**config.mk**
```make
export PLATFORM = sky130hd
export DESIGN_NAME = byte_transmitter
export DESIGN_NICKNAME = d
export VERILOG_FILES = /design/src/source/usb_tx_pkg.sv /design/src/source/tx_bit_if.sv /design/src/source/bit_stuffer.sv /design/src/source/bit_timer.sv /design/src/source/byte_shifter.sv /design/src/source/byte_transmitter.sv /design/src/source/nrzi_encoder.sv
export VERILOG_INCLUDE_DIRS = /design/src /design/src/include
export SDC_FILE = /design/constraint.sdc
export NUM_CORES = 1
export LEC_CHECK = 0
export ABC_AREA = 0
export ABC_CLOCK_PERIOD_IN_PS = 6500
export BUFFER_PORTS_ARGS = -buffer_cell sky130_fd_sc_hd__buf_2
export CAP_MARGIN = 20
export CORE_MARGIN = 4
export CORE_UTILIZATION = 43
export CTS_BUF_LIST = sky130_fd_sc_hd__clkbuf_2 sky130_fd_sc_hd__clkbuf_4 sky130_fd_sc_hd__clkbuf_8
export CTS_CLUSTER_SIZE = 28
export DETAILED_ROUTE_END_ITERATION = 7
export PLACE_DENSITY = 0.67
export SETUP_SLACK_MARGIN = 0.02
export SYNTH_ARGS = -nofsm -noshare
export SYNTH_HDL_FRONTEND = slang
export SYNTH_HIERARCHICAL = 1
export SYNTH_SLANG_ARGS = --single-unit
```
**constraint.sdc**
```tcl
create_clock -name clk -period 6.5 [get_ports clk]
set_input_delay 1.3 -clock clk [delete_from_list [all_inputs] [get_ports clk]]
set_output_delay 1.3 -clock clk [all_outputs]
set_load 0.02 [all_outputs]
```
**src/include/usb_tx_consts.svh**
```systemverilog
// ******************************
// Timing, width and line-level constants for the USB transmit path
// Include wherever bit timing or line levels are needed
// ******************************

`ifndef USB_TX_CONSTS_SVH
`define USB_TX_CONSTS_SVH

// Clocks per line bit at 96 MHz
`define USB_BIT_CYCLES 8
// Bit-period counter width
`define USB_BIT_CNT_W 3

// Data byte width
`define USB_BYTE_W 8
// Ones in a row before a zero is stuffed
`define USB_STUFF_RUN 6

// Line levels for J, K and SE0
`define USB_J_DP 1'b1
`define USB_J_DM 1'b0
`define USB_K_DP 1'b0
`define USB_K_DM 1'b1
`define USB_SE0_DP 1'b0
`define USB_SE0_DM 1'b0

`endif

```
**src/source/usb_tx_pkg.sv**
```systemverilog
// ******************************
// Shared types for the USB transmit datapath
// Referenced by scoped name from the RTL and testbench
// ******************************

package usb_tx_pkg;

	// Line state held by the NRZI encoder
	// Bit 1 follows d_plus and bit 0 follows d_minus
	typedef enum logic [1:0]
	{
		LINE_SE0 = 2'b00,
		LINE_K   = 2'b01,
		LINE_J   = 2'b10
	} line_state_t;

	// Source of the next byte to shift out
	typedef enum logic
	{
		SRC_FIFO = 1'b0,
		SRC_FSM  = 1'b1
	} byte_src_t;

endpackage

```
**src/source/tx_bit_if.sv**
```systemverilog
// ******************************
// Per-bit signals shared by shifter, stuffer and encoder
// One instance lives in the transmitter top level
// ******************************

`timescale 1ns/1ps

interface tx_bit_if;

	// One-cycle pulse at each line bit boundary
	logic bit_strobe;
	// Current LSB of the shift register
	logic data_bit;
	// High while a stuffed zero replaces the data bit
	logic stuff_stall;
	// Bit actually placed on the line
	logic enc_bit;

	// Shift register side
	modport shifter
	(
		input  bit_strobe,
		input  stuff_stall,
		output data_bit
	);

	// Bit stuffer sits between shifter and encoder
	modport stuffer
	(
		input  bit_strobe,
		input  data_bit,
		output stuff_stall,
		output enc_bit
	);

	// NRZI encoder only consumes
	modport encoder
	(
		input bit_strobe,
		input enc_bit
	);

endinterface

```
**src/source/bit_stuffer.sv**
```systemverilog
// ******************************
// Zero insertion after a run of ones
// Forwards the data bit and stalls the shifter for a stuffed zero
// ******************************

`timescale 1ns/1ps
`include "usb_tx_consts.svh"

module bit_stuffer
(
	input  logic      clk,
	input  logic      rst_n,
	input  logic      idle,
	tx_bit_if.stuffer bus
);

	// Counter wide enough to reach the run limit
	localparam int RUN_W = $clog2(`USB_STUFF_RUN + 1);
	localparam logic [RUN_W-1:0] RUN_LIMIT = RUN_W'(`USB_STUFF_RUN);

	// Ones sent in a row on the line
	logic [RUN_W-1:0] ones_cnt;
	// Next strobe carries a stuffed zero
	logic             stuff_now;

	assign stuff_now = (ones_cnt == RUN_LIMIT);

	// Shifter holds its bit while the zero goes out
	assign bus.stuff_stall = stuff_now;

	// Data passes straight through unless stuffing
	assign bus.enc_bit = stuff_now ? 1'b0 : bus.data_bit;

	// Count bits actually sent, including the stuffed zero
	always_ff @(posedge clk)
	begin
		if (!rst_n)
			ones_cnt <= '0;
		else if (idle)
			ones_cnt <= '0;
		else if (bus.bit_strobe)
		begin
			// Any zero on the line restarts the run
			if (bus.enc_bit)
				ones_cnt <= ones_cnt + 1'b1;
			else
				ones_cnt <= '0;
		end
	end

endmodule

```
**src/source/bit_timer.sv**
```systemverilog
// ******************************
// Line bit timer for the transmitter
// Pulses shift_enable once per eight-clock bit period
// ******************************

`timescale 1ns/1ps
`include "usb_tx_consts.svh"

module bit_timer
(
	input  logic clk,
	input  logic rst_n,
	input  logic tim_en,
	input  logic tim_rst,
	output logic shift_enable
);

	// Last count of a bit period
	localparam logic [`USB_BIT_CNT_W-1:0] LAST_CNT = `USB_BIT_CNT_W'(`USB_BIT_CYCLES - 1);

	// Position within the current line bit
	logic [`USB_BIT_CNT_W-1:0] cnt;
	// Timer allowed to count
	logic run;

	// Held clear by tim_rst or a low tim_en
	assign run = tim_en && !tim_rst;

	always_ff @(posedge clk)
	begin
		if (!rst_n)
			cnt <= '0;
		else if (!run)
			cnt <= '0;
		else if (cnt == LAST_CNT)
			cnt <= '0;
		else
			cnt <= cnt + 1'b1;
	end

	// Strobe on the eighth enabled clock
	// First pulse lands eight cycles after release
	assign shift_enable = run && (cnt == LAST_CNT);

endmodule

```
**src/source/byte_shifter.sv**
```systemverilog
// ******************************
// Byte source select and LSB-first shift register
// Requests the next byte with load_byte as each byte finishes
// ******************************

`timescale 1ns/1ps
`include "usb_tx_consts.svh"

module byte_shifter
(
	input  logic                   clk,
	input  logic                   rst_n,
	input  logic [`USB_BYTE_W-1:0] fsm_byte,
	input  logic [`USB_BYTE_W-1:0] fifo_byte,
	input  logic                   select,
	input  logic                   load_en,
	input  logic                   idle,
	output logic                   load_byte,
	tx_bit_if.shifter              bus
);

	// Bit counter sized to the byte
	localparam int CNT_W = $clog2(`USB_BYTE_W);
	localparam logic [CNT_W-1:0] LAST_BIT = CNT_W'(`USB_BYTE_W - 1);

	usb_tx_pkg::byte_src_t    src;
	logic [`USB_BYTE_W-1:0]   next_byte;
	logic [`USB_BYTE_W-1:0]   shift_reg;
	logic [CNT_W-1:0]         bit_cnt;
	// A data bit leaves on this strobe
	logic                     advance;
	// Eighth data bit leaves on this strobe
	logic                     end_of_byte;

	assign src = usb_tx_pkg::byte_src_t'(select);

	// Byte source mux
	always_comb
	begin
		case (src)
			usb_tx_pkg::SRC_FSM:  next_byte = fsm_byte;
			default:              next_byte = fifo_byte;
		endcase
	end

	// Stuffed bits and idle hold the register
	assign advance     = bus.bit_strobe && !bus.stuff_stall && !idle;
	assign end_of_byte = advance && (bit_cnt == LAST_BIT);

	// Tells the source that the next byte was just taken
	assign load_byte = end_of_byte;

	// LSB goes to the stuffer
	assign bus.data_bit = shift_reg[0];

	// Data path
	always_ff @(posedge clk)
	begin
		if (load_en || end_of_byte)
			shift_reg <= next_byte;
		else if (advance)
			shift_reg <= {1'b0, shift_reg[`USB_BYTE_W-1:1]};
	end

	// Count of data bits already sent from this byte
	always_ff @(posedge clk)
	begin
		if (!rst_n)
			bit_cnt <= '0;
		else if (load_en || end_of_byte)
			bit_cnt <= '0;
		else if (advance)
			bit_cnt <= bit_cnt + 1'b1;
	end

endmodule

```
**src/source/byte_transmitter.sv**
```systemverilog
// ******************************
// Transmit datapath top level
// Timer, shifter, stuffer and NRZI encoder on plain ports
// ******************************

`timescale 1ns/1ps
`include "usb_tx_consts.svh"

module byte_transmitter
(
	input  logic                   clk,
	input  logic                   rst_n,
	// Byte from the packet-control FSM
	input  logic [`USB_BYTE_W-1:0] fsm_byte,
	// Byte from the data FIFO
	input  logic [`USB_BYTE_W-1:0] fifo_byte,
	input  logic                   select,
	input  logic                   load_en,
	input  logic                   idle,
	input  logic                   tim_en,
	input  logic                   tim_rst,
	input  logic                   eop,
	output logic                   d_plus,
	output logic                   d_minus,
	output logic                   load_byte,
	output logic                   shift_enable
);

	// Per-bit bundle between the datapath blocks
	tx_bit_if bus ();

	// Bit period strobe
	bit_timer u_timer
	(
		.clk          (clk),
		.rst_n        (rst_n),
		.tim_en       (tim_en),
		.tim_rst      (tim_rst),
		.shift_enable (shift_enable)
	);

	// Timer output is the strobe for every block
	assign bus.bit_strobe = shift_enable;

	// Byte load and LSB-first shift
	byte_shifter u_shifter
	(
		.clk       (clk),
		.rst_n     (rst_n),
		.fsm_byte  (fsm_byte),
		.fifo_byte (fifo_byte),
		.select    (select),
		.load_en   (load_en),
		.idle      (idle),
		.load_byte (load_byte),
		.bus       (bus.shifter)
	);

	// Zero after six ones
	bit_stuffer u_stuffer
	(
		.clk   (clk),
		.rst_n (rst_n),
		.idle  (idle),
		.bus   (bus.stuffer)
	);

	// Line driver
	nrzi_encoder u_encoder
	(
		.clk     (clk),
		.rst_n   (rst_n),
		.idle    (idle),
		.eop     (eop),
		.bus     (bus.encoder),
		.d_plus  (d_plus),
		.d_minus (d_minus)
	);

endmodule

```
**src/source/nrzi_encoder.sv**
```systemverilog
// ******************************
// NRZI line driver for d_plus and d_minus
// Holds J when idle and SE0 while eop is high
// ******************************

`timescale 1ns/1ps
`include "usb_tx_consts.svh"

module nrzi_encoder
(
	input  logic      clk,
	input  logic      rst_n,
	input  logic      idle,
	input  logic      eop,
	tx_bit_if.encoder bus,
	output logic      d_plus,
	output logic      d_minus
);

	usb_tx_pkg::line_state_t line_q;
	usb_tx_pkg::line_state_t line_d;

	// Next line state
	always_comb
	begin
		line_d = line_q;
		if (eop)
			line_d = usb_tx_pkg::LINE_SE0;
		else if (idle)
			line_d = usb_tx_pkg::LINE_J;
		else if (bus.bit_strobe)
		begin
			// A one keeps the level and a zero toggles it
			case (line_q)
				usb_tx_pkg::LINE_J: line_d = bus.enc_bit ? usb_tx_pkg::LINE_J : usb_tx_pkg::LINE_K;
				usb_tx_pkg::LINE_K: line_d = bus.enc_bit ? usb_tx_pkg::LINE_K : usb_tx_pkg::LINE_J;
				// Coming out of SE0 the reference level is J
				default:            line_d = bus.enc_bit ? usb_tx_pkg::LINE_J : usb_tx_pkg::LINE_K;
			endcase
		end
	end

	// Line starts at J after reset
	always_ff @(posedge clk)
	begin
		if (!rst_n)
			line_q <= usb_tx_pkg::LINE_J;
		else
			line_q <= line_d;
	end

	// Pin levels from the state
	always_comb
	begin
		case (line_q)
			usb_tx_pkg::LINE_J:
			begin
				d_plus  = `USB_J_DP;
				d_minus = `USB_J_DM;
			end
			usb_tx_pkg::LINE_K:
			begin
				d_plus  = `USB_K_DP;
				d_minus = `USB_K_DM;
			end
			default:
			begin
				d_plus  = `USB_SE0_DP;
				d_minus = `USB_SE0_DM;
			end
		endcase
	end

endmodule

```
==> flow_metrics.tcl, run 1 <==
set metrics [dict create \
    status "complete, no violations" \
    use_met2_pct 19.25 \
    area_delta_synth_final_pct 17.39 \
    io_pins 28 \
    timing.rr.start "u_timer/cnt[0]$_SDFF_PP0_" \
    drtPass1Iterations 4 \
    leakage_uw 0.0005585 \
    crit_type "input pin to output pin" \
    crit_path_start_kind "input pin" \
    htreeDepth 1 \
    num_vias 681 \
    finalWirelength_mm 1.729 \
    whs_ps 436.5 \
    cts_root_buf "clkbuf_4" \
    ant_nets 0 \
    tns_ps 0 \
    avgSynthCellArea_sq_um 12.73 \
    postCtsResizedCells 0 \
    initial_utilization_pct 46.28 \
    dp_slack_ps 2628 \
    drive_gt1_share_pct 55.86 \
    finalHoldViolations 0 \
    drv_slew 0 \
    dieArea_sq_mm 0.003279 \
    period_minus_slack_ps 3871 \
    gr-usage-met1_pct 13.52 \
    cts_hold_buf 0 \
    place.gp.congestion 0.7764 \
    endpoint_kind "output pin" \
    grt_pass1_wl_mm 2.960 \
    grt_busiest_layer "met2" \
    drtIter0Drc 9 \
    fin_ws_ps 2629 \
    required_ps 5200 \
    clk_path_buf_depth 2 \
    cp_max_fo 11 \
    final_cell_mix "buf_2 (27), dfxtp_1 (11), mux2_2 (10), edfxtp_1 (8)" \
    viasPerCell 4.899 \
    grt_max_degree 12 \
    dieWidth_um 57.26 \
    wire_per_inst_um 12.44 \
    ys_seq_area_share_pct 44.12 \
    antenna_found_initial 0 \
    diodes 0 \
    startpoint "tim_rst" \
    synth.ff_latch_count 19 \
    period_share_pct 59.55 \
    io_buffers 27 \
    cts_buffers 3 \
    num_rows 17 \
    synth_ff_type "dfxtp_1" \
    clock_skew_ps 11.04 \
    cts_tree "built" \
    rsz0062_at_grt "no" \
    clock_latency_ps 290 \
    track_usage_pct 11.33 \
    fmax_ghz 0.2584 \
    n_fill_cell 220 \
    syn_area_sq_mm 0.001044 \
    hold_path_class "flip-flop to flip-flop" \
    core_area_sq_mm 0.002255 \
    max_cap_viol_count 0 \
    met3_usage_pct 2.715 \
    ir_worst_vdd_v 0.0001328 \
    synth.distinct_cells 32 \
    power.density_mw_per_mm2 177.4 \
    finalNetCount 142 \
    grt_overflow 0 \
    arrival_ps 2570 \
    final_common_cell "buf_2" \
    cts_sinks 19 \
    largest_reg_flops 8 \
    postCtsSetupRepairBufs 0 \
    synth.net_count 112 \
    setup_violations 0 \
    synth_cells 82 \
    yosys_warnings 6 \
    max_slew.worst_pin.slew_ps 684.5 \
    clk_pin_slew_ps 100 \
    relSlewSlack_pct 54.37 \
    post-dp-hpwl_mm 1.357 \
    hp-start "u_timer/cnt[0]$_SDFF_PP0_" \
    die_h_um 57.26 \
    grt_pass1_vias 694 \
    async_reset_ff_share_pct 0 \
    synth_edf_count 8 \
    drc 0 \
]
==> Yosys cell counts (2+ instances only) <==
cell      number  area, sq um
and2_1         2        12.51
mux2_4         6        90.09
ha_1           6        75.07
xor2_1         2        17.52
mux2_2        10        112.6
inv_1          3        11.26
nand3b_1       2        15.01
nor2b_2        2        17.52
nor2_1         5        18.77
and2_2         2        15.01
dfxtp_1       11        220.2
and3_2         4        30.03
edfxtp_1       8        240.2
==> power by group <==
group          switching (uW)  total, uW  internal, uW
logic                    10.4       27.7          17.3
registers                1.80        132           130
clock network            34.7       57.6          22.9
total                    47.0        217           170
==> cells by family after synthesis <==
logic type               share of synthesized area [%]
AND/OR/NAND/NOR                                  17.87
flip-flops                                       44.12
multiplexers                                     20.38
AO/OA/AOI/OAI                                    5.276
adder cells (fa/ha/maj)                          7.194
buffers and inverters                            2.637
XOR/XNOR                                         2.518
==> layout make-up <==
cell class,instances,area [sq um],share of cell area [%]
multi-input cells,58,555.5,45.35
well taps,28,35.03,2.860
repair buffers,27,135.1,11.03
clock buffers,3,22.52,1.839
inverters,3,11.26,0.9193
clock inverters,1,5.005,0.4086
flip-flops and latches,19,460.4,37.59
==> stage by stage <==
| step | instance area [sq um] | power [uW] | util [%] | instances |
|---|---|---|---|---|
| 2_1_floorplan | 1044 | 152.9 | - | 82 |
| 3_3_place_gp | 1197 | 161.8 | 53.11 | 135 |
| 3_5_place_dp | 1197 | 162.7 | 53.11 | 135 |
| 4_1_cts | 1225 | 221.7 | 54.33 | 139 |
| 5_1_grt | 1225 | 229.4 | 54.33 | 139 |
| 6_report | 1225 | 217.3 | 54.33 | 139 |
==> path summary, 6_finish.rpt <==
kind / to / depth (start not counted) / slack (ps)
max: load_byte / 5 / 2630
min: u_timer/cnt[0]$_SDFF_PP0_ / 1 / 440
max reg2reg: u_shifter/shift_reg[2]$_DFFE_PP_ / 6 / 4070
min reg2reg: u_timer/cnt[0]$_SDFF_PP0_ / 1 / 440
==> layer usage <==
layer	vias up	wire (um)	part of all wire [%]
met4	0	0	0
li1	352	-	-
met2	12	860	50
met5	-	0	0
met3	0	95	5.5
met1	317	773	45
==> worst max-delay path, cell delays in order <==
cell and delay [ps]:
buf_2 100, and3b_1 440, nor3b_4 380, and2_2 190, buf_2 150
(Power assumes the default switching activity.)
==> run 2: changes to the inputs <==
--- a/config.mk
+++ b/config.mk
@@ -7,7 +7,7 @@
 export NUM_CORES = 1
 export LEC_CHECK = 0
 export ABC_AREA = 0
-export ABC_CLOCK_PERIOD_IN_PS = 6500
+export ABC_CLOCK_PERIOD_IN_PS = 3900
 export BUFFER_PORTS_ARGS = -buffer_cell sky130_fd_sc_hd__buf_2
 export CAP_MARGIN = 20
 export CORE_MARGIN = 4
==> constraint.sdc (replaced) <==
create_clock -name clk -period 3.9 [get_ports clk]
set_input_delay 0.78 -clock clk [delete_from_list [all_inputs] [get_ports clk]]
set_output_delay 0.78 -clock clk [all_outputs]
set_load 0.02 [all_outputs]
==> flow_metrics.tcl, run 2 (synthesized netlist as in run 1, its figures left out) <==
set metrics [dict create \
    status "complete, no violations" \
    drc 0 \
    power.density_mw_per_mm2 296.9 \
    p_clk_share_pct 26.8 \
    area_delta_synth_final_pct 17.39 \
    whs_ps 441.5 \
    instances_no_fill 139 \
    grt_max_degree 12 \
    max_slew.worst_pin.slew_ps 687.5 \
    multiInputGateArea_sq_um 555.5 \
    switching_share_pct 21.91 \
    endpoint_kind "output pin" \
    core_area_sq_mm 0.002255 \
    seq_power_share_pct 60.5 \
    drive_gt1_share_pct 55.86 \
    max_cap_viol_count 0 \
    switching_power_uw 79.67 \
    finalHoldViolations 0 \
    reg2reg_slack_ps 1450 \
    clock_latency_ps 290 \
    drv_slew 0 \
    drtPass1Iterations 3 \
    ant_nets 0 \
    reg2reg_depth 6 \
    crit_top_cell "ha_1" \
    arrival_ps 2090 \
    initial_utilization_pct 46.28 \
    reg2reg_to "u_shifter/shift_reg[2]$_DFFE_PP_" \
    p_comb_share_pct 12.7 \
    relSlewSlack_pct 54.16 \
    whs_endpoint "u_timer/cnt[0]$_SDFF_PP0_" \
    wire_per_inst_um 12.69 \
    dieWidth_um 57.26 \
    cts_root_buf "clkbuf_4" \
    cts_buffers 3 \
    crit_type "flip-flop to output pin" \
    io_pins 28 \
    rsz0062_at_grt "no" \
    leakage_uw 0.0005585 \
    dp.cells 135 \
    postCtsResizedCells 0 \
    cp_max_fo 11 \
    hold_path_class "flip-flop to flip-flop" \
    track_usage_pct 12.16 \
    finalWirelength_mm 1.764 \
    crit_family "simple AND/OR/NAND/NOR gates" \
    slowest_stage "and3b_1" \
    clock_skew_ps 4.447 \
    dieArea_sq_mm 0.003279 \
    viasPerCell 5.058 \
    final_common_cell "buf_2" \
    htreeDepth 1 \
    period_share_pct 73.58 \
    diodes 0 \
    final_cell_mix "buf_2 (27), dfxtp_1 (11), mux2_2 (10), edfxtp_1 (8)" \
    largest_reg_flops 8 \
    timing.rr.start "u_timer/cnt[0]$_SDFF_PP0_" \
    antenna_found_initial 0 \
    post-dp-hpwl_mm 1.378 \
    io_buffers 27 \
    crit_path_start_kind "flip-flop" \
    intPower_uw 284.0 \
    worstPathBufferInverterCount 1 \
    num_vias 703 \
    n_fill_cell 213 \
    grt_overflow 0 \
    place.gp.congestion 0.7599 \
    crit_path_cell_trace "ha_1 > ha_1 > and3b_1 > nor3b_4 > and2_2 > buf_2" \
    ir_worst_vdd_v 0.0001810 \
    postCtsSetupRepairBufs 0 \
    period_minus_slack_ps 2870 \
    min_path_cells 1 \
    cpPeakStageDelay_ps 400 \
    grt_pass1_vias 726 \
    fmax_ghz 0.3485 \
    cts_hold_buf 0 \
    hp-start "u_timer/cnt[0]$_SDFF_PP0_" \
    grt_pass1_wl_mm 3.070 \
    tns_ps 0 \
    cts_tree "built" \
    required_ps 3120 \
    regArea_sq_um 460.4 \
    num_rows 17 \
    finalNetCount 142 \
    clk_pin_slew_ps 110 \
    fin_ws_ps 1030 \
    drtIter0Drc 2 \
    dp_slack_ps 1055 \
    clk_path_buf_depth 2 \
    setup_violations 0 \
    cts_sinks 19 \
    die_h_um 57.26 \
]
==> run 2: worst max-delay path by stage <==
stage                 to                      start  depth (start not counted)
2_1_floorplan  load_byte                    tim_rst                          3
3_3_place_gp   load_byte                    tim_rst                          5
3_5_place_dp   load_byte                    tim_rst                          5
4_1_cts        load_byte  u_timer/cnt[0]$_SDFF_PP0_                          6
5_1_grt        load_byte  u_timer/cnt[0]$_SDFF_PP0_                          6
6_report       load_byte  u_timer/cnt[0]$_SDFF_PP0_                          6
==> run 2: power groups by stage <==
stage          logic [uW]  registers [uW]  clock network [uW]
6_report             46.3             220                97.3
5_1_grt              50.6             221                 113
4_1_cts              47.2             220                 104
3_5_place_dp         46.9             225                   0
3_3_place_gp         45.1             224                   0
2_1_floorplan        31.3             223                   0
==> run 2: final cells by class <==
type | count | share of cell area [%]
clock buffers | 3 | 1.839
clock inverters | 1 | 0.4086
inverters | 3 | 0.9193
multi-input cells | 58 | 45.35
flip-flops and latches | 19 | 37.59
well taps | 28 | 2.860
repair buffers | 27 | 11.03
==> run 2: per-layer routing <==
layer  track usage [%]  part of all wire (%)
met2             21.21                    52
met1             13.51                    41
met3             5.430                   5.6
met5                 0                     0
met4             2.980                  0.74
==> run 2: worst reg2reg max path, cell delays in order, from the launching register on <==
cell and delay (ps):
dfxtp_1 340, ha_1 200, ha_1 180, and3b_1 300, nor3b_4 230, a21oi_2 550, mux2_2 400
==> run 2: through the flow <==
| step | utilization (%) | power, uW | area (sq um) |
|---|---|---|---|
| floorplan | - | 254.7 | 1044 |
| global placement | 53.11 | 269.6 | 1197 |
| detailed placement | 53.11 | 271.4 | 1197 |
| CTS | 54.33 | 371.0 | 1225 |
| global route | 54.33 | 385.0 | 1225 |
| finish | 54.33 | 363.7 | 1225 |
==> run 3: changes to the inputs <==
--- a/config.mk
+++ b/config.mk
@@ -6,8 +6,8 @@
 export SDC_FILE = /design/constraint.sdc
 export NUM_CORES = 1
 export LEC_CHECK = 0
-export ABC_AREA = 0
-export ABC_CLOCK_PERIOD_IN_PS = 3900
+export ABC_AREA = 1
+export ABC_CLOCK_PERIOD_IN_PS = 2750
 export BUFFER_PORTS_ARGS = -buffer_cell sky130_fd_sc_hd__buf_2
 export CAP_MARGIN = 20
 export CORE_MARGIN = 4
==> constraint.sdc (replaced) <==
create_clock -name clk -period 2.75 [get_ports clk]
set_input_delay 0.55 -clock clk [delete_from_list [all_inputs] [get_ports clk]]
set_output_delay 0.55 -clock clk [all_outputs]
set_load 0.02 [all_outputs]
==> flow_metrics.tcl, run 3 <==
set metrics [dict create \
    leakage_uw 0.0006972 \
    clk_path_buf_depth 2 \
    power.density_mw_per_mm2 406.7 \
    avgSynthCellArea_sq_um 7.267 \
    clk_pin_slew_ps 100 \
    synth_ff_type "dfxtp_1" \
    place.gp.congestion 0.6931 \
    viasPerCell 4.588 \
    post-dp-hpwl_mm 1.668 \
    io_pins 28 \
    grt_pass1_wl_mm 3.477 \
    synth_edf_count 8 \
    htreeDepth 1 \
    cts_tree "built" \
    drive_gt1_share_pct 23.76 \
    track_usage_pct 12.99 \
    postCtsResizedCells 0 \
    arrival_ps 1670 \
    cp_max_fo 11 \
    drtIter0Drc 13 \
    grt_max_degree 14 \
    async_reset_ff_share_pct 0 \
    cts_buffers 3 \
    dieArea_sq_mm 0.003424 \
    ys_seq_area_share_pct 41.96 \
    hold_path_class "flip-flop to flip-flop" \
    synthTopCellsByArea "edfxtp_1 (22%), dfxtp_1 (20%), nand2_1 (19%), inv_1 (8.6%), ha_1 (6.8%)" \
    final_cell_mix "nand2_1 (55), buf_2 (27), inv_1 (25), dfxtp_1 (11)" \
    grt_pass1_vias 915 \
    postCtsSetupRepairBufs 0 \
    dieWidth_um 58.52 \
    period_minus_slack_ps 2224 \
    fin_util_pct 52.65 \
    cts_root_buf "clkbuf_4" \
    cts_sinks 19 \
    cts_hold_buf 0 \
    setup_violations 0 \
    rsz0062_at_grt "no" \
    period_share_pct 80.87 \
    final_common_cell "nand2_1" \
    finalNetCount 212 \
    drc 0 \
    drv_slew 0 \
    yosys_warnings 6 \
    yosysMostFrequentCell "nand2_1" \
    relSlewSlack_pct 76.29 \
    initial_utilization_pct 44.70 \
    num_vias 968 \
    synth.ff_latch_count 19 \
    die_h_um 58.52 \
    num_rows 18 \
    finalHoldViolations 0 \
    synth.distinct_cells 22 \
    fmax_ghz 0.4497 \
    synth_top_area_share_pct 21.89 \
    ant_nets 0 \
    ir_worst_vdd_v 0.0003434 \
    synth_common_cells "nand2_1 (55), inv_1 (25), dfxtp_1 (11), nand3_1 (10), nor2_1 (10)" \
    clock_skew_ps 2.539 \
    antenna_found_initial 0 \
    diodes 0 \
    status "complete, no violations" \
    required_ps 2200 \
    core_area_sq_mm 0.002455 \
    finalWirelength_mm 2.035 \
    io_buffers 27 \
    synth_cells 151 \
    crit_type "flip-flop to output pin" \
    max_cap_viol_count 0 \
    clock_latency_ps 290 \
    reg2reg_slack_ps 850 \
    tns_ps 0 \
    wire_per_inst_um 9.645 \
    n_fill_cell 249 \
    post-synth-top-area-cell "edfxtp_1" \
    syn_area_sq_mm 0.001097 \
    max_slew.worst_pin.slew_ps 354.8 \
    crit_path_start_kind "flip-flop" \
    endpoint_kind "output pin" \
    grt_overflow 0 \
    drtPass1Iterations 4 \
    largest_reg_flops 8 \
    synth.net_count 181 \
    area_delta_synth_final_pct 17.79 \
]
==> run 3: cell types whose count changed after synthesis, sizes merged, moves of 4 or more <==
cell	change
nand2	+57
nor2	+8
nand4	+4
nand3	+12
inv	+23
mux2	-16
and3	-4
and2	-4
==> run 3: final timing paths <==
kind,start,end,depth (start not counted)
setup / recovery,u_stuffer/ones_cnt[0]$_SDFFE_PP0P_,load_byte,9
hold / removal,u_timer/cnt[0]$_SDFF_PP0_,u_timer/cnt[0]$_SDFF_PP0_,1
setup reg to reg,u_timer/cnt[0]$_SDFF_PP0_,u_shifter/shift_reg[5]$_DFFE_PP_,6
hold reg to reg,u_timer/cnt[0]$_SDFF_PP0_,u_timer/cnt[0]$_SDFF_PP0_,1
==> run 3: logic make-up (layout without fill, tap and decap cells) <==
| kind of cell | count (synthesis) | count (layout) | share of synthesized area [%] |
|---|---|---|---|
| flops | 19 | 19 | 41.96 |
| buf+inv | 29 | 59 | 11.40 |
| compound gates | 5 | 5 | 2.508 |
| xor+xnor | 1 | 1 | 0.7983 |
| fa+ha+maj | 6 | 6 | 6.841 |
| simple gates | 91 | 91 | 36.49 |
==> run 3: final cells by class <==
class / instances / area, sq um / share of cell area [%]
inverter: 26 / 97.59 / 7.551
tap: 30 / 37.54 / 2.904
sequential: 19 / 460.4 / 35.62
timing repair buffer: 29 / 150.1 / 11.62
clock buffer: 4 / 30.03 / 2.323
multi-input combinational: 103 / 516.7 / 39.98
==> run 3: layer usage <==
metal	up-vias	global-route usage (%)	routed length [um]
met4	0	1.987	18
li1	525	-	-
met5	-	0	0
met2	15	23.92	1076
met3	2	4.605	81
met1	426	14.50	859
==> run 3: power breakdown <==
group | leakage, uW | total [uW] | internal (uW) | switching (uW)
Sequential | 0.000169 | 311 | 307 | 3.85
Combinational | 0.000510 | 65.7 | 27.7 | 37.9
Clock | 0.0000184 | 149 | 66.3 | 82.5
Total | 0.000697 | 526 | 401 | 124
==> run 3: worst max-delay path, stage by stage, from the launching register on <==
cell and delay, ps:
dfxtp_1 390, inv_1 60, ha_1 190, nand2_1 90
inv_1 40, inv_1 120, nand4_1 100, buf_4 180
inv_1 50, buf_2 150
==> run 3: metrics by stage <==
stage / hold WS [ps] / power, uW / std cells / setup slack, ps / instance area, sq um
floorplan: 396.9 / 358.2 / 151 / 264.6 / 1102
global placement: 405.0 / 380.6 / 207 / 838.9 / 1262
global route: 458.2 / 553.5 / 211 / 375.9 / 1292
finish: 436.2 / 525.7 / 211 / 526.2 / 1292
detailed placement: 421.7 / 383.3 / 207 / 805.7 / 1262
CTS: 436.7 / 534.0 / 211 / 504.4 / 1292
